--- config.mk ---
export PLATFORM = sky130hd
export DESIGN_NAME = lsu_ctl_top
export DESIGN_NICKNAME = d
export VERILOG_FILES = /design/src/hdl/lsu_pkg.sv /design/src/hdl/lsu_stage_if.sv /design/src/hdl/lsu_dc1_stage.sv /design/src/hdl/lsu_addrcheck.sv /design/src/hdl/lsu_stage_pipe.sv /design/src/hdl/lsu_ld_align.sv /design/src/hdl/lsu_trap_commit.sv /design/src/hdl/lsu_ctl_top.sv
export VERILOG_INCLUDE_DIRS = /design/src /design/src/include
export SDC_FILE = /design/constraint.sdc
export NUM_CORES = 1
export LEC_CHECK = 0
export ABC_CLOCK_PERIOD_IN_PS = 6820
export BUFFER_PORTS_ARGS = -buffer_cell sky130_fd_sc_hd__buf_2
export CAP_MARGIN = 20
export CELL_PAD_IN_SITES_DETAIL_PLACEMENT = 0
export CELL_PAD_IN_SITES_GLOBAL_PLACEMENT = 1
export CORE_UTILIZATION = 30
export CTS_CLUSTER_DIAMETER = 60
export DETAILED_ROUTE_END_ITERATION = 8
export PLACE_DENSITY_LB_ADDON = 0.1
export SETUP_SLACK_MARGIN = 0.2
export SKIP_CTS_REPAIR_TIMING = 1
export SYNTH_ARGS = -nofsm -noshare
export SYNTH_HDL_FRONTEND = slang
export SYNTH_SLANG_ARGS = --single-unit
--- constraint.sdc ---
create_clock -name clk -period 6.82 [get_ports clk]
set_input_delay 0.682 -clock clk [delete_from_list [all_inputs] [get_ports clk]]
set_output_delay 0.682 -clock clk [all_outputs]
set_load 0.01 [all_outputs]
--- src/include/lsu_params.svh ---
//**************************************************************************
// LSU widths and memory map
//**************************************************************************
`ifndef LSU_PARAMS_SVH
`define LSU_PARAMS_SVH

// Datapath widths
`define LSU_ADDR_W      32
`define LSU_DATA_W      64
`define LSU_OFFSET_W    12

// DCCM window, 64 KB
`define LSU_DCCM_BASE   32'hF004_0000
`define LSU_DCCM_BITS   16

// PIC register window
`define LSU_PIC_BASE    32'hF00C_0000
`define LSU_PIC_BITS    15

`endif

--- src/hdl/lsu_pkg.sv ---
//**************************************************************************
// LSU shared types
//**************************************************************************
`include "lsu_params.svh"

package lsu_pkg;

   // Widths with a meaning of their own
   typedef logic [`LSU_ADDR_W-1:0]          addr_t;
   typedef logic [`LSU_DATA_W-1:0]          data_t;
   typedef logic signed [`LSU_OFFSET_W-1:0] offset_t;

   // Access size, also the low two bits of the DMA size code
   typedef enum logic [1:0] {
      SZ_BYTE  = 2'd0,
      SZ_HALF  = 2'd1,
      SZ_WORD  = 2'd2,
      SZ_DWORD = 2'd3
   } lsu_size_e;

   // Control packet that follows an access down the pipe
   typedef struct packed {
      logic      valid;
      logic      dma;
      logic      load;
      logic      store;
      logic      unsign;
      lsu_size_e size;
   } lsu_pkt_t;

endpackage

--- src/hdl/lsu_stage_if.sv ---
//**************************************************************************
// LSU stage bundle
//**************************************************************************
interface lsu_stage_if;

   // Packet and address of the access in this stage
   lsu_pkg::lsu_pkt_t pkt;
   lsu_pkg::addr_t    addr;
   lsu_pkg::addr_t    end_addr;

   // Region of the start address, exactly one is set
   logic              in_dccm;
   logic              in_pic;
   logic              external;

   // Faults found by the memory-map check
   logic              access_fault;
   logic              misaligned_fault;

   // Address generator side
   modport gen (
      output pkt, addr, end_addr,
      input  in_dccm, in_pic, external, access_fault, misaligned_fault
   );

   // Memory-map checker side
   modport chk (
      input  pkt, addr, end_addr,
      output in_dccm, in_pic, external, access_fault, misaligned_fault
   );

   // Pipe register output
   modport src (
      output pkt, addr, end_addr,
      output in_dccm, in_pic, external, access_fault, misaligned_fault
   );

   // Consumers of a whole stage
   modport snk (
      input  pkt, addr, end_addr,
      input  in_dccm, in_pic, external, access_fault, misaligned_fault
   );

endinterface

--- src/hdl/lsu_dc1_stage.sv ---
//**************************************************************************
// LSU request select and DC1 address generation
//**************************************************************************
`include "lsu_params.svh"

module lsu_dc1_stage (
   input  logic               clk,
   input  logic               rst_n,
   // Core request in D
   input  logic               core_valid,
   input  logic               core_load,
   input  logic               core_store,
   input  logic               core_unsign,
   input  lsu_pkg::lsu_size_e core_size,
   input  lsu_pkg::addr_t     core_rs1,
   input  lsu_pkg::offset_t   core_offset,
   input  logic               flush_dc2_up,
   // DMA request in D
   input  logic               dma_dccm_req,
   input  lsu_pkg::addr_t     dma_mem_addr,
   input  logic [2:0]         dma_mem_sz,
   input  logic               dma_mem_write,
   lsu_stage_if.gen           dc1
);

   lsu_pkg::lsu_pkt_t core_pkt_d;
   lsu_pkg::lsu_pkt_t dma_pkt_d;
   lsu_pkg::lsu_pkt_t pkt_dc1;
   lsu_pkg::addr_t    rs1_dc1;
   lsu_pkg::offset_t  offset_dc1;
   lsu_pkg::addr_t    offset_ext_dc1;
   lsu_pkg::addr_t    start_addr_dc1;
   logic [2:0]        size_off_dc1;

   //************************************************************************
   // D stage request select
   //************************************************************************
   always_comb begin
      core_pkt_d.valid  = core_valid & ~flush_dc2_up;
      core_pkt_d.dma    = 1'b0;
      core_pkt_d.load   = core_load;
      core_pkt_d.store  = core_store;
      core_pkt_d.unsign = core_unsign;
      core_pkt_d.size   = core_size;

      // DMA always enters, even under a flush
      dma_pkt_d.valid   = dma_dccm_req;
      dma_pkt_d.dma     = 1'b1;
      dma_pkt_d.load    = ~dma_mem_write;
      dma_pkt_d.store   = dma_mem_write;
      dma_pkt_d.unsign  = 1'b0;
      dma_pkt_d.size    = lsu_pkg::lsu_size_e'(dma_mem_sz[1:0]);
   end

   // D to DC1, DMA wins and carries no offset
   always_ff @(posedge clk) begin
      pkt_dc1    <= dma_dccm_req ? dma_pkt_d : core_pkt_d;
      rs1_dc1    <= dma_dccm_req ? dma_mem_addr : core_rs1;
      offset_dc1 <= dma_dccm_req ? '0 : core_offset;
      if (!rst_n) begin
         pkt_dc1.valid <= 1'b0;
      end
   end

   //************************************************************************
   // DC1 start and end address
   //************************************************************************
   assign offset_ext_dc1 = {{(`LSU_ADDR_W-`LSU_OFFSET_W){offset_dc1[`LSU_OFFSET_W-1]}},
                            offset_dc1};
   assign start_addr_dc1 = rs1_dc1 + offset_ext_dc1;

   // Bytes in the access minus one
   always_comb begin
      case (pkt_dc1.size)
         lsu_pkg::SZ_BYTE: size_off_dc1 = 3'd0;
         lsu_pkg::SZ_HALF: size_off_dc1 = 3'd1;
         lsu_pkg::SZ_WORD: size_off_dc1 = 3'd3;
         default:          size_off_dc1 = 3'd7;
      endcase
   end

   assign dc1.pkt      = pkt_dc1;
   assign dc1.addr     = start_addr_dc1;
   assign dc1.end_addr = start_addr_dc1 + {{(`LSU_ADDR_W-3){1'b0}}, size_off_dc1};

endmodule

--- src/hdl/lsu_addrcheck.sv ---
//**************************************************************************
// LSU memory-map check
//**************************************************************************
`include "lsu_params.svh"

module lsu_addrcheck (
   lsu_stage_if.chk dc1
);

   logic start_dccm;
   logic start_pic;
   logic end_dccm;
   logic end_pic;
   logic unaligned;
   logic region_cross;
   logic pic_bad_size;
   logic misaligned;

   // Address falls in the window when all bits above its size match the base
   function automatic logic in_region(lsu_pkg::addr_t a, lsu_pkg::addr_t base, int bits);
      return (a >> bits) == (base >> bits);
   endfunction

   assign start_dccm = in_region(dc1.addr, `LSU_DCCM_BASE, `LSU_DCCM_BITS);
   assign start_pic  = in_region(dc1.addr, `LSU_PIC_BASE, `LSU_PIC_BITS);
   assign end_dccm   = in_region(dc1.end_addr, `LSU_DCCM_BASE, `LSU_DCCM_BITS);
   assign end_pic    = in_region(dc1.end_addr, `LSU_PIC_BASE, `LSU_PIC_BITS);

   // Region flags follow the start address
   assign dc1.in_dccm  = start_dccm;
   assign dc1.in_pic   = start_pic & ~start_dccm;
   assign dc1.external = ~start_dccm & ~start_pic;

   // Natural alignment per size
   always_comb begin
      case (dc1.pkt.size)
         lsu_pkg::SZ_BYTE: unaligned = 1'b0;
         lsu_pkg::SZ_HALF: unaligned = dc1.addr[0];
         lsu_pkg::SZ_WORD: unaligned = |dc1.addr[1:0];
         default:          unaligned = |dc1.addr[2:0];
      endcase
   end

   // DCCM takes unaligned accesses, other regions fault
   assign misaligned = dc1.pkt.valid & unaligned & ~start_dccm;

   // With only three regions any change of region touches DCCM or PIC
   assign region_cross = (start_dccm != end_dccm) | (start_pic != end_pic);

   // PIC registers are word access only
   assign pic_bad_size = start_pic & (dc1.pkt.size != lsu_pkg::SZ_WORD);

   assign dc1.misaligned_fault = misaligned;
   assign dc1.access_fault     = dc1.pkt.valid & ~misaligned & (region_cross | pic_bad_size);

endmodule

--- src/hdl/lsu_stage_pipe.sv ---
//**************************************************************************
// LSU DC1 to DC5 pipe registers
//**************************************************************************
module lsu_stage_pipe (
   input  logic              clk,
   input  logic              rst_n,
   input  logic              flush_dc2_up,
   input  logic              flush_dc3,
   input  logic              flush_dc4,
   lsu_stage_if.snk          dc1,
   lsu_stage_if.src          dc3,
   output logic              lsu_exc_dc2,
   output lsu_pkg::lsu_pkt_t pkt_dc5,
   output lsu_pkg::addr_t    lsu_addr_dc5
);

   // Region and fault flags, moved as one word
   typedef struct packed {
      logic in_dccm;
      logic in_pic;
      logic external;
      logic access_fault;
      logic misaligned_fault;
   } flags_t;

   flags_t            flags_dc1;
   flags_t            flags_dc2;
   flags_t            flags_dc3;
   lsu_pkg::lsu_pkt_t pkt_dc2;
   lsu_pkg::lsu_pkt_t pkt_dc3;
   lsu_pkg::lsu_pkt_t pkt_dc4;
   lsu_pkg::addr_t    addr_dc2;
   lsu_pkg::addr_t    addr_dc3;
   lsu_pkg::addr_t    addr_dc4;
   lsu_pkg::addr_t    end_addr_dc2;
   lsu_pkg::addr_t    end_addr_dc3;

   // A flush drops core packets, DMA keeps going
   function automatic lsu_pkg::lsu_pkt_t kill_core(lsu_pkg::lsu_pkt_t pkt, logic flush);
      lsu_pkg::lsu_pkt_t res;
      res       = pkt;
      res.valid = pkt.valid & ~(flush & ~pkt.dma);
      return res;
   endfunction

   assign flags_dc1 = '{in_dccm:          dc1.in_dccm,
                        in_pic:           dc1.in_pic,
                        external:         dc1.external,
                        access_fault:     dc1.access_fault,
                        misaligned_fault: dc1.misaligned_fault};

   //************************************************************************
   // Packet valid chain
   //************************************************************************
   always_ff @(posedge clk) begin
      pkt_dc2 <= kill_core(dc1.pkt, flush_dc2_up);
      pkt_dc3 <= kill_core(pkt_dc2, flush_dc2_up);
      pkt_dc4 <= kill_core(pkt_dc3, flush_dc3);
      pkt_dc5 <= kill_core(pkt_dc4, flush_dc4);
      if (!rst_n) begin
         pkt_dc2.valid <= 1'b0;
         pkt_dc3.valid <= 1'b0;
         pkt_dc4.valid <= 1'b0;
         pkt_dc5.valid <= 1'b0;
      end
   end

   // Addresses and flags
   always_ff @(posedge clk) begin
      addr_dc2     <= dc1.addr;
      addr_dc3     <= addr_dc2;
      addr_dc4     <= addr_dc3;
      lsu_addr_dc5 <= addr_dc4;
      end_addr_dc2 <= dc1.end_addr;
      end_addr_dc3 <= end_addr_dc2;
      flags_dc2    <= flags_dc1;
      flags_dc3    <= flags_dc2;
   end

   assign lsu_exc_dc2 = flags_dc2.access_fault | flags_dc2.misaligned_fault;

   // DC3 view
   assign dc3.pkt              = pkt_dc3;
   assign dc3.addr             = addr_dc3;
   assign dc3.end_addr         = end_addr_dc3;
   assign dc3.in_dccm          = flags_dc3.in_dccm;
   assign dc3.in_pic           = flags_dc3.in_pic;
   assign dc3.external         = flags_dc3.external;
   assign dc3.access_fault     = flags_dc3.access_fault;
   assign dc3.misaligned_fault = flags_dc3.misaligned_fault;

endmodule

--- src/hdl/lsu_ld_align.sv ---
//**************************************************************************
// LSU DC3 load result
//**************************************************************************
`include "lsu_params.svh"

module lsu_ld_align (
   lsu_stage_if.snk       dc3,
   input  lsu_pkg::data_t lsu_ld_data_dc3,
   input  lsu_pkg::data_t bus_read_data_dc3,
   output lsu_pkg::data_t lsu_result_dc3
);

   lsu_pkg::data_t ld_data;
   logic           sext;

   // External loads return on the bus, the rest from DCCM
   assign ld_data = dc3.external ? bus_read_data_dc3 : lsu_ld_data_dc3;
   assign sext    = ~dc3.pkt.unsign;

   always_comb begin
      case (dc3.pkt.size)
         lsu_pkg::SZ_BYTE: begin
            lsu_result_dc3 = {{(`LSU_DATA_W-8){sext & ld_data[7]}}, ld_data[7:0]};
         end
         lsu_pkg::SZ_HALF: begin
            lsu_result_dc3 = {{(`LSU_DATA_W-16){sext & ld_data[15]}}, ld_data[15:0]};
         end
         lsu_pkg::SZ_WORD: begin
            lsu_result_dc3 = {{(`LSU_DATA_W-32){sext & ld_data[31]}}, ld_data[31:0]};
         end
         // Dword fills the whole result
         default: begin
            lsu_result_dc3 = ld_data;
         end
      endcase
   end

endmodule

--- src/hdl/lsu_trap_commit.sv ---
//**************************************************************************
// LSU exception report and commit
//**************************************************************************
module lsu_trap_commit (
   lsu_stage_if.snk          dc3,
   input  logic              ld_bus_error_dc3,
   input  logic              flush_dc3,
   input  lsu_pkg::lsu_pkt_t pkt_dc5,
   input  logic              flush_dc5,
   output logic              exc_valid_dc3,
   output logic              exc_type_dc3,
   output logic              exc_store_dc3,
   output lsu_pkg::addr_t    exc_addr_dc3,
   output logic              lsu_commit_dc5
);

   logic any_fault_dc3;

   //************************************************************************
   // DC3 exception report
   //************************************************************************
   assign any_fault_dc3 = dc3.access_fault | dc3.misaligned_fault | ld_bus_error_dc3;

   // DMA errors go back on the DMA side, never as a trap
   assign exc_valid_dc3 = any_fault_dc3 & dc3.pkt.valid & ~dc3.pkt.dma & ~flush_dc3;

   // Type 0 is misaligned, 1 covers access faults and bus errors
   assign exc_type_dc3  = ~dc3.misaligned_fault;
   assign exc_store_dc3 = dc3.pkt.valid & dc3.pkt.store;
   assign exc_addr_dc3  = dc3.addr;

   //************************************************************************
   // DC5 commit
   //************************************************************************
   assign lsu_commit_dc5 = pkt_dc5.valid & (pkt_dc5.load | pkt_dc5.store) &
                           ~pkt_dc5.dma & ~flush_dc5;

endmodule

--- src/hdl/lsu_ctl_top.sv ---
//**************************************************************************
// LSU control pipeline top
//**************************************************************************
module lsu_ctl_top (
   input  logic               clk,
   input  logic               rst_n,
   // Core request
   input  logic               core_valid,
   input  logic               core_load,
   input  logic               core_store,
   input  logic               core_unsign,
   input  lsu_pkg::lsu_size_e core_size,
   input  lsu_pkg::addr_t     core_rs1,
   input  lsu_pkg::offset_t   core_offset,
   // Flushes per stage
   input  logic               flush_dc2_up,
   input  logic               flush_dc3,
   input  logic               flush_dc4,
   input  logic               flush_dc5,
   // DMA request
   input  logic               dma_dccm_req,
   input  lsu_pkg::addr_t     dma_mem_addr,
   input  logic [2:0]         dma_mem_sz,
   input  logic               dma_mem_write,
   // Load data and bus status at DC3
   input  lsu_pkg::data_t     lsu_ld_data_dc3,
   input  lsu_pkg::data_t     bus_read_data_dc3,
   input  logic               ld_bus_error_dc3,
   // Addresses and regions
   output lsu_pkg::addr_t     lsu_addr_dc1,
   output lsu_pkg::addr_t     lsu_addr_dc3,
   output lsu_pkg::addr_t     lsu_addr_dc5,
   output logic               addr_in_dccm_dc3,
   output logic               addr_in_pic_dc3,
   output logic               addr_external_dc3,
   // Results, exceptions and commit
   output lsu_pkg::data_t     lsu_result_dc3,
   output logic               lsu_exc_dc2,
   output logic               exc_valid_dc3,
   output logic               exc_type_dc3,
   output logic               exc_store_dc3,
   output lsu_pkg::addr_t     exc_addr_dc3,
   output logic               lsu_commit_dc5
);

   lsu_pkg::lsu_pkt_t pkt_dc5;

   lsu_stage_if dc1_if ();
   lsu_stage_if dc3_if ();

   lsu_dc1_stage u_dc1_stage (
      .clk           (clk),
      .rst_n         (rst_n),
      .core_valid    (core_valid),
      .core_load     (core_load),
      .core_store    (core_store),
      .core_unsign   (core_unsign),
      .core_size     (core_size),
      .core_rs1      (core_rs1),
      .core_offset   (core_offset),
      .flush_dc2_up  (flush_dc2_up),
      .dma_dccm_req  (dma_dccm_req),
      .dma_mem_addr  (dma_mem_addr),
      .dma_mem_sz    (dma_mem_sz),
      .dma_mem_write (dma_mem_write),
      .dc1           (dc1_if.gen)
   );

   lsu_addrcheck u_addrcheck (
      .dc1 (dc1_if.chk)
   );

   lsu_stage_pipe u_stage_pipe (
      .clk          (clk),
      .rst_n        (rst_n),
      .flush_dc2_up (flush_dc2_up),
      .flush_dc3    (flush_dc3),
      .flush_dc4    (flush_dc4),
      .dc1          (dc1_if.snk),
      .dc3          (dc3_if.src),
      .lsu_exc_dc2  (lsu_exc_dc2),
      .pkt_dc5      (pkt_dc5),
      .lsu_addr_dc5 (lsu_addr_dc5)
   );

   lsu_ld_align u_ld_align (
      .dc3               (dc3_if.snk),
      .lsu_ld_data_dc3   (lsu_ld_data_dc3),
      .bus_read_data_dc3 (bus_read_data_dc3),
      .lsu_result_dc3    (lsu_result_dc3)
   );

   lsu_trap_commit u_trap_commit (
      .dc3              (dc3_if.snk),
      .ld_bus_error_dc3 (ld_bus_error_dc3),
      .flush_dc3        (flush_dc3),
      .pkt_dc5          (pkt_dc5),
      .flush_dc5        (flush_dc5),
      .exc_valid_dc3    (exc_valid_dc3),
      .exc_type_dc3     (exc_type_dc3),
      .exc_store_dc3    (exc_store_dc3),
      .exc_addr_dc3     (exc_addr_dc3),
      .lsu_commit_dc5   (lsu_commit_dc5)
   );

   // Stage taps to the outside
   assign lsu_addr_dc1      = dc1_if.addr;
   assign lsu_addr_dc3      = dc3_if.addr;
   assign addr_in_dccm_dc3  = dc3_if.in_dccm;
   assign addr_in_pic_dc3   = dc3_if.in_pic;
   assign addr_external_dc3 = dc3_if.external;

endmodule

== Word level (Yosys, flattened, before mapping) ==
Cells that the tools add are included.

* Bits in registers: 211
* Input port bits: 222
* Output and inout port bits: 200
* Word-level logic and storage cells: 115

* $add $sub $neg: 2
* Equal/unequal tests: 11
* Mux-type cells: 6
* Bitwise logic cells: 50
* Reduce and logical (&&, ||, !) cells: 4

{| class="wikitable"
|+ Operator list
! cell !! count
|-
| case mux 64 bit (3 select lines) || 1
|-
| 2-to-1 mux 64 bit || 1
|-
| == test 17 bit, second input constant || 2
|-
| adder 32 x 3 -> 32 bit || 1
|-
| adder 32 bit || 1
|-
| == test 16 bit, second input constant || 2
|-
| 2-to-1 mux 32 bit || 1
|-
| bitwise AND 1 bit || 26
|-
| inverter 1 bit || 18
|-
| case mux 3 bit (3 select lines) || 1
|-
| 2-to-1 mux 7 bit || 1
|-
| bitwise OR 1 bit || 6
|-
| == test 2 x 1 -> 1 bit, second input constant || 2
|-
| == test 2 bit, second input constant || 2
|-
| zero test 2 bit || 2
|-
| case mux 1 bit (3 select lines) || 1
|-
| OR reduction 3 bit || 1
|-
| != test 1 bit || 2
|-
| != test 2 bit, second input constant || 1
|-
| OR reduction 2 bit || 1
|}

== Longest topological paths before layout ==
Gate-level depths: netlist (run 1).

* Depth in word-level cells: 8
* Depth in mapped cells: 15
* Depth with buffers taken out: 15

== Modules after synthesis ==
A second synthesis (run 1) with hierarchy kept.

* Cells, all modules: 955
* Area, all modules: 10852.9 sq um

{| class="wikitable"
|+ Modules (own cells, without submodules)
! module !! times used !! cells an instance !! area each (sq um)
|-
| lsu_stage_pipe || 1 || 243 || 4660.7
|-
| lsu_dc1_stage || 1 || 496 || 4296.6
|-
| lsu_ld_align || 1 || 152 || 1398.8
|-
| lsu_trap_commit || 1 || 38 || 289.0
|-
| lsu_addrcheck || 1 || 26 || 207.7
|}

== Worst setup path before layout (run 1) ==
No wires, ideal clock.

* Kind: reg-to-reg
* Start: register u_dc1_stage.offset_dc1[11]
* End: register u_stage_pipe.flags_dc2[1] (netlist bit)
* Arrival: 3.458 ns
* Data required time: 6.734 ns
* Setup slack: 3.276 ns
* Stages on the path, launching flop included: 12
* Buffers on the path: 0
* Period minus slack after synthesis: 3.544 ns
* Path through: dfxtp_1 -> ha_1 -> a21o_1 -> o21bai_1 -> a221oi_1 -> o21ai_0 -> a31o_2 -> xor2_1 -> mux2_1 -> o21ai_1 -> a41oi_1 -> a211oi_1

* Cells in the longest elaborated chain, start to end: 7
* Elaborated cells on any way between the ends: 16
* Classes of those cells: add/sub (2); eq/ne (6); bitwise (8)

{| class="wikitable"
|+ Ends and longest elaborated chain
! item !! line !! text
|-
| start: declaration || lsu_dc1_stage.sv:30 || <nowiki>lsu_pkg::offset_t offset_dc1;</nowiki>
|-
| start signal: assignment || lsu_dc1_stage.sv:59 || <nowiki>offset_dc1 <= dma_dccm_req ? '0 : core_offset;</nowiki>
|-
| adder 32 bit (*) || lsu_dc1_stage.sv:70 || <nowiki>assign start_addr_dc1 = rs1_dc1 + offset_ext_dc1;</nowiki>
|-
| named net lsu_addr_dc1[25] || lsu_ctl_top.sv:30 || <nowiki>output lsu_pkg::addr_t lsu_addr_dc1,</nowiki>
|-
| adder 32 x 3 -> 32 bit or == test 16 bit (tied branches) || lsu_dc1_stage.sv:84, lsu_addrcheck.sv:21 ||
|-
| == test 17 bit (tied with other cells) || lsu_addrcheck.sv:21 || <nowiki>return (a >> bits) == (base >> bits);</nowiki>
|-
| != test 1 bit or bitwise AND 1 bit (tied branches) || lsu_addrcheck.sv:48, lsu_addrcheck.sv:45 ||
|-
| bitwise OR 1 bit or inverter 1 bit (tied branches) || lsu_addrcheck.sv:48, lsu_addrcheck.sv:54 ||
|-
| bitwise OR 1 bit or bitwise AND 1 bit (tied branches) || lsu_addrcheck.sv:54 || <nowiki>assign dc1.access_fault = dc1.pkt.valid & ~misaligned & (region_cross | pic_bad_size);</nowiki>
|-
| bitwise AND 1 bit (*) || lsu_addrcheck.sv:54 ||
|-
| named net dc1_if.access_fault || lsu_stage_if.sv:17 || <nowiki>logic access_fault;</nowiki>
|-
| end signal: assignment || lsu_stage_pipe.sv:76 || <nowiki>flags_dc2 <= flags_dc1;</nowiki>
|-
| end: declaration || lsu_stage_pipe.sv:27 || <nowiki>flags_t flags_dc2;</nowiki>
|}

The timed path passes the listed nets; every way through them passes the cells marked *.
A chain may end at the register's enable or synchronous reset.

== Final worst setup path (run 1) ==
* Start: register u_dc1_stage.offset_dc1[11]
* End: output lsu_addr_dc1[25]

* Cells in the longest elaborated chain, start to end: 1

{| class="wikitable"
|+ Ends and longest elaborated chain
! item !! line
|-
| adder 32 bit || lsu_dc1_stage.sv:70
|-
| end: declaration || lsu_ctl_top.sv:30
|}

No other way between the ends.

==> impl_metrics.toml, run 1 <==
[routing]
drt_iter0_drc = 336
viasPerCell = 4.571
vias = 7524
drtAntennaViolNets = 0
post_drt_wl_per_cell_um = 17.30
first_pass_iters = 5
finalWirelength_mm = 28.48
route.detailed.drc = 0

[cells_and_area]
nNetsFinal = 1498
fin_util_pct = 41.09
drive_above_1_share_pct = 43.54
register_area_mm2 = 0.004228
fill_cells = 2979
final_cell_mix = "buf_2, dfxtp_1, nand2_1"
final_common_cell = "buf_2"
area_growth_syn_to_layout_pct = 34.11
final_area_mm2 = 0.01183
multi_input_area_mm2 = 0.004081

[critical_path]
crit_type = "flip-flop to output port"
worst-path-buf-inv = 1
r2r-start = "u_dc1_stage.offset_dc1[11]"
worst_r2r_path_depth = 12
cp-startpoint = "u_dc1_stage.offset_dc1[11]"
worstPathArrival_ns = 4.14
slowest_stage = "dfxtp_1"
critPathTopFamily = "compound AO/OA/AOI/OAI gates"
end_kind = "output port"
crit_path_cell_trace = "ha_1 -> a21oi_1 -> o21bai_1 -> a221oi_1 -> o21ai_0 -> a31o_2 -> xor2_1 -> buf_2"
startpoint_type = "flip-flop"
worst_r2r_endpoint = "u_stage_pipe.flags_dc2[1]"
worstPathRequired_ns = 6.14
critPathMaxFanout = 21
r2r_slack_ns = 2.38
max_stage_delay_ns = 0.95

[sta]
drv_slew = 0
fmax_ghz = 0.2075
rsz0062_at_grt = "false"
max-slew-margin-rel_pct = 29.23
fin_crit_ns = 4.820
hold_viol_final = 0
setup_viol = 0
post-route-period-util_pct = 70.68
tightest_slew_ns = 1.061
setup_tns_ns = 0
finClkSkew_ns = 0.01820

[floorplan]
die_h_um = 173.4
core_area_mm2 = 0.02878
die_width_um = 173.4
initial_core_util_pct = 30.64
placementRows = 62
ios = 422
die_area_mm2 = 0.03008

[placement]
dp_hpwl_mm = 23.15
io_buffers = 420
gp_congestion = 0.8602
place_area_mm2 = 0.01102

[grt]
overflow = 0
antenna_found_initial = 3
grt_max_degree = 66
track_usage_pct = 18.20
grt_pass1_wl_mm = 42.22
grt_pass1_vias = 7104

[run_status]
status = "finished clean"

[clock_network]
path_clk_slew_ns = 0.06
cts_tree = "done"
cts_root_buffer = "clkbuf_16"
max-clock-path-buffers = 3
numCtsBuffers = 25
cts_sinks = 211
cts_max_level = 1
clkLatencyLatePin_ns = 0.51

[yosys]
ys_types = 79
ys_seq_area_share_pct = 47.91
yosys_most_used_dff = "dfxtp_1"
syn_area_mm2 = 0.008817
postSynthAreaPerCell_um2 = 10.23
synth-edff-count = 0
ys_ff_latch = 211
synthCells = 862
synth_warnings = 0
synth_nets = 1118
async_reset_ff_share_pct = 0

[worst_hold_path]
min_path_type = "flip-flop to flip-flop"
worstHoldPathCells = 0
min-delay-start = "u_stage_pipe.addr_dc4[15]"
hold_end = "u_stage_pipe.lsu_addr_dc5[15]"

[flow_run]
cap_violations = 0

[pwr]
ir_drop_mv = 0.1379
cellPowerDensity_mw_per_mm2 = 303.4
power_leakage_nw = 5.923
-- flip-flops by register name, indices dropped and copies added (netlist names) --
signal,cells
u_stage_pipe.dc3.in_dccm,1
u_stage_pipe.dc3.misaligned_fault,1
u_stage_pipe.dc3.pkt,7
u_stage_pipe.dc3.access_fault,1
u_stage_pipe.addr_dc4,32
u_stage_pipe.pkt_dc5,4
u_stage_pipe.dc3.addr,32
u_stage_pipe.pkt_dc4,4
u_stage_pipe.lsu_addr_dc5,32
u_dc1_stage.offset_dc1,12
u_dc1_stage.dc1.pkt,7
u_stage_pipe.dc3.external,1
u_stage_pipe.flags_dc2,5
u_stage_pipe.dc3.in_pic,1
u_stage_pipe.pkt_dc2,7
u_dc1_stage.rs1_dc1,32
u_stage_pipe.addr_dc2,32
-- final cells by class --
type	instances	area share [%]
timing repair buffer	422	17.90
multi-input combinational	552	34.51
sequential	211	35.75
clock inverter	9	0.6137
inverter	30	0.9523
tap	384	4.063
clock buffer	37	6.179
antenna	1	0.02116
-- synthesized netlist by cell type, drive strengths merged (6+ instances only) --
| cell type | n | area share (%) |
|---|---|---|
| nor2b | 15 | 1.1 |
| nor4 | 7 | 0.64 |
| o21a | 7 | 0.60 |
| nand3 | 17 | 0.96 |
| o21ai | 62 | 3.5 |
| nand2 | 70 | 3.1 |
| nand4 | 9 | 0.64 |
| nor2 | 31 | 1.3 |
| dfxtp | 211 | 48 |
| xor2 | 6 | 0.60 |
| nor3 | 18 | 1.2 |
| clkbuf | 21 | 0.91 |
| inv | 30 | 1.3 |
| mux2i | 45 | 5.1 |
| and2 | 10 | 0.71 |
| mux2 | 60 | 7.7 |
| ha | 33 | 4.7 |
| a21o | 16 | 1.4 |
| buf | 48 | 3.6 |
| xnor2 | 7 | 0.70 |
| a211oi | 12 | 1.4 |
| a21oi | 37 | 2.4 |
| o211ai | 8 | 0.68 |
| or2 | 6 | 0.43 |
-- cell families (layout without fill, tap and decap cells) --
kind of cell / Yosys count / after routing / share of synthesized area, %
other cells: 0 / 1 / 0
buf+inv: 99 / 498 / 5.804
simple gates: 215 / 215 / 12.94
flops: 211 / 211 / 47.91
xor+xnor: 13 / 13 / 1.291
mux: 105 / 105 / 12.77
fa+ha+maj: 34 / 34 / 4.910
compound gates: 185 / 185 / 14.38
-- worst max path at each step --
| stage | endpoint | slack (ns) | cells past startpoint |
|---|---|---|---|
| after floorplan | u_stage_pipe.flags_dc2[1] | 3.28 | 11 |
| after global placement | u_stage_pipe.flags_dc2[1] | 2.43 | 12 |
| after detailed placement | u_stage_pipe.flags_dc2[1] | 2.38 | 12 |
| after CTS | lsu_addr_dc1[25] | 1.96 | 8 |
| after global routing | lsu_addr_dc1[31] | 1.63 | 9 |
| final | lsu_addr_dc1[25] | 2.00 | 8 |
-- stage by stage --
step	hold slack [ns]	instances	setup slack [ns]	power [mW]
global placement	0.3100	1599	2.435	2.379
detailed placement	0.3118	1599	2.377	2.382
finish	0.3089	1646	2.000	3.588
CTS	0.3053	1645	1.962	3.647
floorplan	0.3096	862	3.276	2.015
global route	0.3115	1646	1.631	3.779
-- power by group --
| part | leakage (nW) | total (mW) | switching [mW] | internal, mW |
|---|---|---|---|---|
| Sequential | 1.77 | 1.51 | 0.0791 | 1.44 |
| Combinational | 3.75 | 0.825 | 0.491 | 0.334 |
| Clock | 0.399 | 1.25 | 0.499 | 0.749 |
-- layer usage --
layer | global-route usage (%) | vias to the layer above | wire length [um]
li1 | - | 3808 | -
met1 | 20.88 | 3414 | 11410
met2 | 33.70 | 259 | 14710
met3 | 3.816 | 39 | 1710
met4 | 5.199 | 4 | 622
met5 | 0 | - | 26
(Power assumes the default switching activity.)
==> run 2, diff against run 1 <==
ABC_CLOCK_PERIOD_IN_PS = 4300   (was 6820)
clock period = 4.3 ns   (was 6.82 ns; I/O delays follow)
==> run 2 against run 1 <==
  * Wire length grew 0.51%
  * Clock skew shrank 0.0090 ns
  * Clock power rose by 58%
  * Largest cell class unchanged
  * Critical path type unchanged
  * Largest power group unchanged
==> impl_metrics.toml, run 2 (synthesized netlist as in run 1, its figures left out) <==
[run_status]
status = "finished clean"

[pwr]
cellPowerDensity_mw_per_mm2 = 477.2
switchingPower_mw = 1.738
power_leakage_nw = 5.978
power_mw = 5.709
p_seq_share_pct = 42.1
clockPowerShare_pct = 34.4
power.internal_mw = 3.971
swShare_pct = 30.45
ir_drop_mv = 0.2538
combPwrFrac_pct = 23.5

[cells_and_area]
final_cell_mix = "buf_2, dfxtp_1, nand2_1"
drive_above_1_share_pct = 44.73
fill_cells = 2935
area_growth_syn_to_layout_pct = 35.69
fin_util_pct = 41.57
nNetsFinal = 1510
multi_input_area_mm2 = 0.004139
register_area_mm2 = 0.004229
final_common_cell = "buf_2"

[sta]
drv_slew = 0
setup_viol = 0
setup_tns_ns = 0
fmax_ghz = 0.2506
post-route-period-util_pct = 92.79
max-slew-margin-rel_pct = 35.37
tightest_slew_ns = 0.9671
rsz0062_at_grt = "true"
hold_viol_final = 0
fin_worst_hold_slack_ns = 0.07997
fin_crit_ns = 3.990
finClkSkew_ns = 0.009181
final.setup.worst_slack_ns = 0.3101

[grt]
antenna_found_initial = 2
grt_pass1_vias = 7201
grt_max_degree = 35
track_usage_pct = 18.34
grt_pass1_wl_mm = 42.70
overflow = 0

[clock_network]
cts_sinks = 211
cts_root_buffer = "clkbuf_16"
numCtsBuffers = 24
max-clock-path-buffers = 3
clkLatencyLatePin_ns = 0.52
cts_max_level = 1
cts_tree = "done"
path_clk_slew_ns = 0.06

[routing]
post_drt_wl_per_cell_um = 17.26
finalWirelength_mm = 28.63
first_pass_iters = 5
viasPerCell = 4.548
drtAntennaViolNets = 0
drt_iter0_drc = 318
vias = 7545
route.detailed.drc = 0

[placement]
io_buffers = 420
dp_slack_ns = 0.2960
gp_congestion = 0.8426
dp_hpwl_mm = 23.41

[floorplan]
initial_core_util_pct = 30.64
die_area_mm2 = 0.03008
die_width_um = 173.4
die_h_um = 173.4
core_area_mm2 = 0.02878
placementRows = 62
ios = 422

[worst_hold_path]
min-delay-start = "flush_dc4"
min_path_type = "primary input to flip-flop"

[flow_run]
cap_violations = 0

[critical_path]
worstPathRequired_ns = 3.87
end_kind = "output port"
critPathMaxFanout = 6
crit_type = "flip-flop to output port"
r2r-start = "u_dc1_stage.offset_dc1[0]"
startpoint_type = "flip-flop"
cp-startpoint = "u_dc1_stage.offset_dc1[0]"
r2r_slack_ns = 0.41
worstPathArrival_ns = 3.56
run 2: final cells by class:
cell class              count  share of cell area [%]
flip-flops and latches    211                   35.35
repair buffers            435                   18.51
clock inverters            14                   1.150
diodes                      3                 0.06275
well taps                 384                   4.016
multi-input cells         552                   34.60
clock buffers              30                   5.375
inverters                  30                  0.9412
run 2: final timing paths:
check | endpoint | cells past startpoint
setup / recovery | lsu_addr_dc1[30] | 11
hold / removal | u_stage_pipe.pkt_dc5[6] | 2
setup reg to reg | u_stage_pipe.flags_dc2[1] | 15
hold reg to reg | u_stage_pipe.lsu_addr_dc5[13] | 0
run 2: critical path: stages, from the launching register on:
cell,delay (ns)
dfxtp_1,0.31
ha_1,0.17
inv_1,0.06
fa_1,0.42
and2b_2,0.27
o2111ai_4,0.23
a211o_4,0.42
a211oi_4,0.28
o21ai_1,0.15
a211oi_2,0.36
xor2_2,0.19
buf_2,0.16
run 2: stage by stage:
stage / std cells / area [um^2]
after detailed placement: 1607 / 11080
after floorplan: 862 / 8817
final: 1659 / 11960
after CTS: 1651 / 11860
after global routing: 1658 / 11960
after global placement: 1607 / 11080
run 2: per-layer routing:
metal  global-route usage, %  up-vias  routed length, um
li1                        -     3831                  -
met1                   21.38     3438              11540
met2                   33.32      241              14760
met3                   3.553       35               1636
met4                   6.232        0                690
met5                       0        -                  0
run 2: power by group through the flow:
stage | Combinational [mW] | Sequential [mW] | Clock [mW]
6_report | 1.34 | 2.40 | 1.97
5_1_grt | 1.46 | 2.44 | 2.12
4_1_cts | 1.35 | 2.41 | 2.04
3_5_place_dp | 1.34 | 2.45 | 0
3_3_place_gp | 1.35 | 2.44 | 0
2_1_floorplan | 0.719 | 2.48 | 0
==> run 3, diff against run 2 <==
ABC_CLOCK_PERIOD_IN_PS = 3900   (was 4300)
CORE_MARGIN = 2   (was unset)
clock period = 3.9 ns   (was 4.3 ns; I/O delays follow)
==> run 3 against run 2 <==
  * Core utilization rose by 1.3 points
  * First-iteration DRC count is 13% higher
  * Count of clock-buffer cells in the layout unchanged
  * Combinational power increased by 16%
  * Critical endpoint unchanged
  * Die area rose by 2.3%
  * Wire length is 2.2% higher
  * Clock power up 23%
  * Via count increased by 1.2%
  * Global-route usage down 0.55 points
  * Non-clock buffer count is 19 higher
  * Sequential power increased by 10%
==> impl_metrics.toml, run 3 (synthesized netlist as in run 1, its figures left out) <==
[clock_network]
max-clock-path-buffers = 3
numCtsBuffers = 25
cts_root_buffer = "clkbuf_16"
cts_sinks = 211
cts_tree = "done"
cts_max_level = 1
clkLatencyLatePin_ns = 0.53
path_clk_slew_ns = 0.06

[grt]
overflow = 0
antenna_found_initial = 3
track_usage_pct = 17.80
grt_pass1_vias = 7276
grt_pass1_wl_mm = 42.20
grt_max_degree = 42

[routing]
route.detailed.drc = 0
first_pass_iters = 5
wl_met3_mm = 1.957
drtAntennaViolNets = 0
post_drt_wl_per_cell_um = 17.43
wl_met1_mm = 11.31
dr_wl_met2_mm = 15.49
vias = 7632
dr.max_layer_used = "met5"
finalWirelength_mm = 29.25
drt_iter0_drc = 359
viasPerCell = 4.548

[pwr]
power_leakage_nw = 6.139
ir_drop_mv = 0.2799
cellPowerDensity_mw_per_mm2 = 536.1

[sta]
hold_viol_final = 0
tightest_slew_ns = 1.036
post-route-period-util_pct = 98.07
drv_slew = 0
fmax_ghz = 0.2615
setup_viol = 0
setup_tns_ns = 0
max-slew-margin-rel_pct = 30.75
rsz0062_at_grt = "true"
finClkSkew_ns = 0.009603
fin_crit_ns = 3.825

[critical_path]
slowest_stage = "a211o_4"
crit_type = "flip-flop to output port"
end_kind = "output port"
worstPathArrival_ns = 3.43
critPathMaxFanout = 4
startpoint_type = "flip-flop"
worstPathRequired_ns = 3.51
crit_path_cell_trace = "ha_4 -> inv_2 -> fa_2 -> and2b_2 -> o2111ai_4 -> a211o_4 -> a211oi_4 -> o21ai_2 -> a211oi_2 -> xor2_2 -> buf_2"
max_stage_delay_ns = 0.39

[floorplan]
placementRows = 62
core_area_mm2 = 0.02886
initial_core_util_pct = 30.55
die_h_um = 175.4
die_area_mm2 = 0.03078
ios = 422
die_width_um = 175.4

[placement]
dp_hpwl_mm = 23.74
gp_congestion = 0.8579
io_buffers = 420

[worst_hold_path]
min_path_type = "primary input to flip-flop"

[run_status]
status = "finished clean"

[cells_and_area]
fin_util_pct = 42.85
nNetsFinal = 1530
drive_above_1_share_pct = 48.03
final_common_cell = "buf_2"
area_growth_syn_to_layout_pct = 40.26
final_cell_mix = "buf_2, dfxtp_1, nand2_1"
fill_cells = 2959

[flow_run]
cap_violations = 0
run 3: metal layers:
layer / vias up / track usage (%)
met4: 4 / 4.132
met2: 252 / 34.20
met5: - / 0
met1: 3478 / 19.80
met3: 32 / 3.918
li1: 3866 / -
run 3: worst paths after layout:
path,depth (start not counted),slack (ns),to,from
worst max-delay path,11,0.08,lsu_addr_dc1[30],u_dc1_stage.rs1_dc1[0]
worst min-delay path,2,0.03,u_stage_pipe.pkt_dc5[6],flush_dc4
worst max register to register,14,0.20,u_stage_pipe.flags_dc2[1],u_dc1_stage.rs1_dc1[0]
worst min register to register,0,0.32,u_stage_pipe.dc3.addr[13],u_stage_pipe.addr_dc2[13]
run 3: worst max-delay path: cells and delay by family (launching register included):
| family | cells | cell delay (ns) |
|---|---|---|
| compound gates | 5 | 1.30 |
| xor+xnor | 1 | 0.26 |
| fa+ha+maj | 2 | 0.52 |
| buf+inv | 2 | 0.23 |
| flops | 1 | 0.34 |
| simple gates | 1 | 0.26 |
run 3: report_power, final:
part	total (mW)	switching [mW]	internal [mW]
clock	2.43	0.946	1.48
sequential	2.65	0.140	2.51
combinational	1.55	0.899	0.652
run 3: through the flow:
| stage | power, mW | hold WS [ns] | area, um^2 | setup WS (ns) | instances |
|---|---|---|---|---|---|
| after global placement | 4.209 | 0.3099 | 11180 | 0.02106 | 1621 |
| final | 6.630 | 0.02997 | 12370 | 0.07519 | 1678 |
| after detailed placement | 4.213 | 0.3121 | 11180 | -0.04777 | 1621 |
| after CTS | 6.659 | 0.0005104 | 12080 | -0.2821 | 1667 |
| after floorplan | 3.523 | 0.3096 | 8817 | 0.3563 | 862 |
| after global routing | 6.967 | 0.003609 | 12360 | -0.03361 | 1677 |
run 3: final cells by class:
class / instances / area (um^2) / area share, %
well taps: 384 / 480.5 / 3.885
flip-flops and latches: 211 / 4234 / 34.24
diodes: 1 / 2.502 / 0.02023
clock inverters: 16 / 211.5 / 1.710
multi-input cells: 552 / 4284 / 34.64
inverters: 30 / 112.6 / 0.9106
repair buffers: 454 / 2357 / 19.06
clock buffers: 30 / 684.4 / 5.534
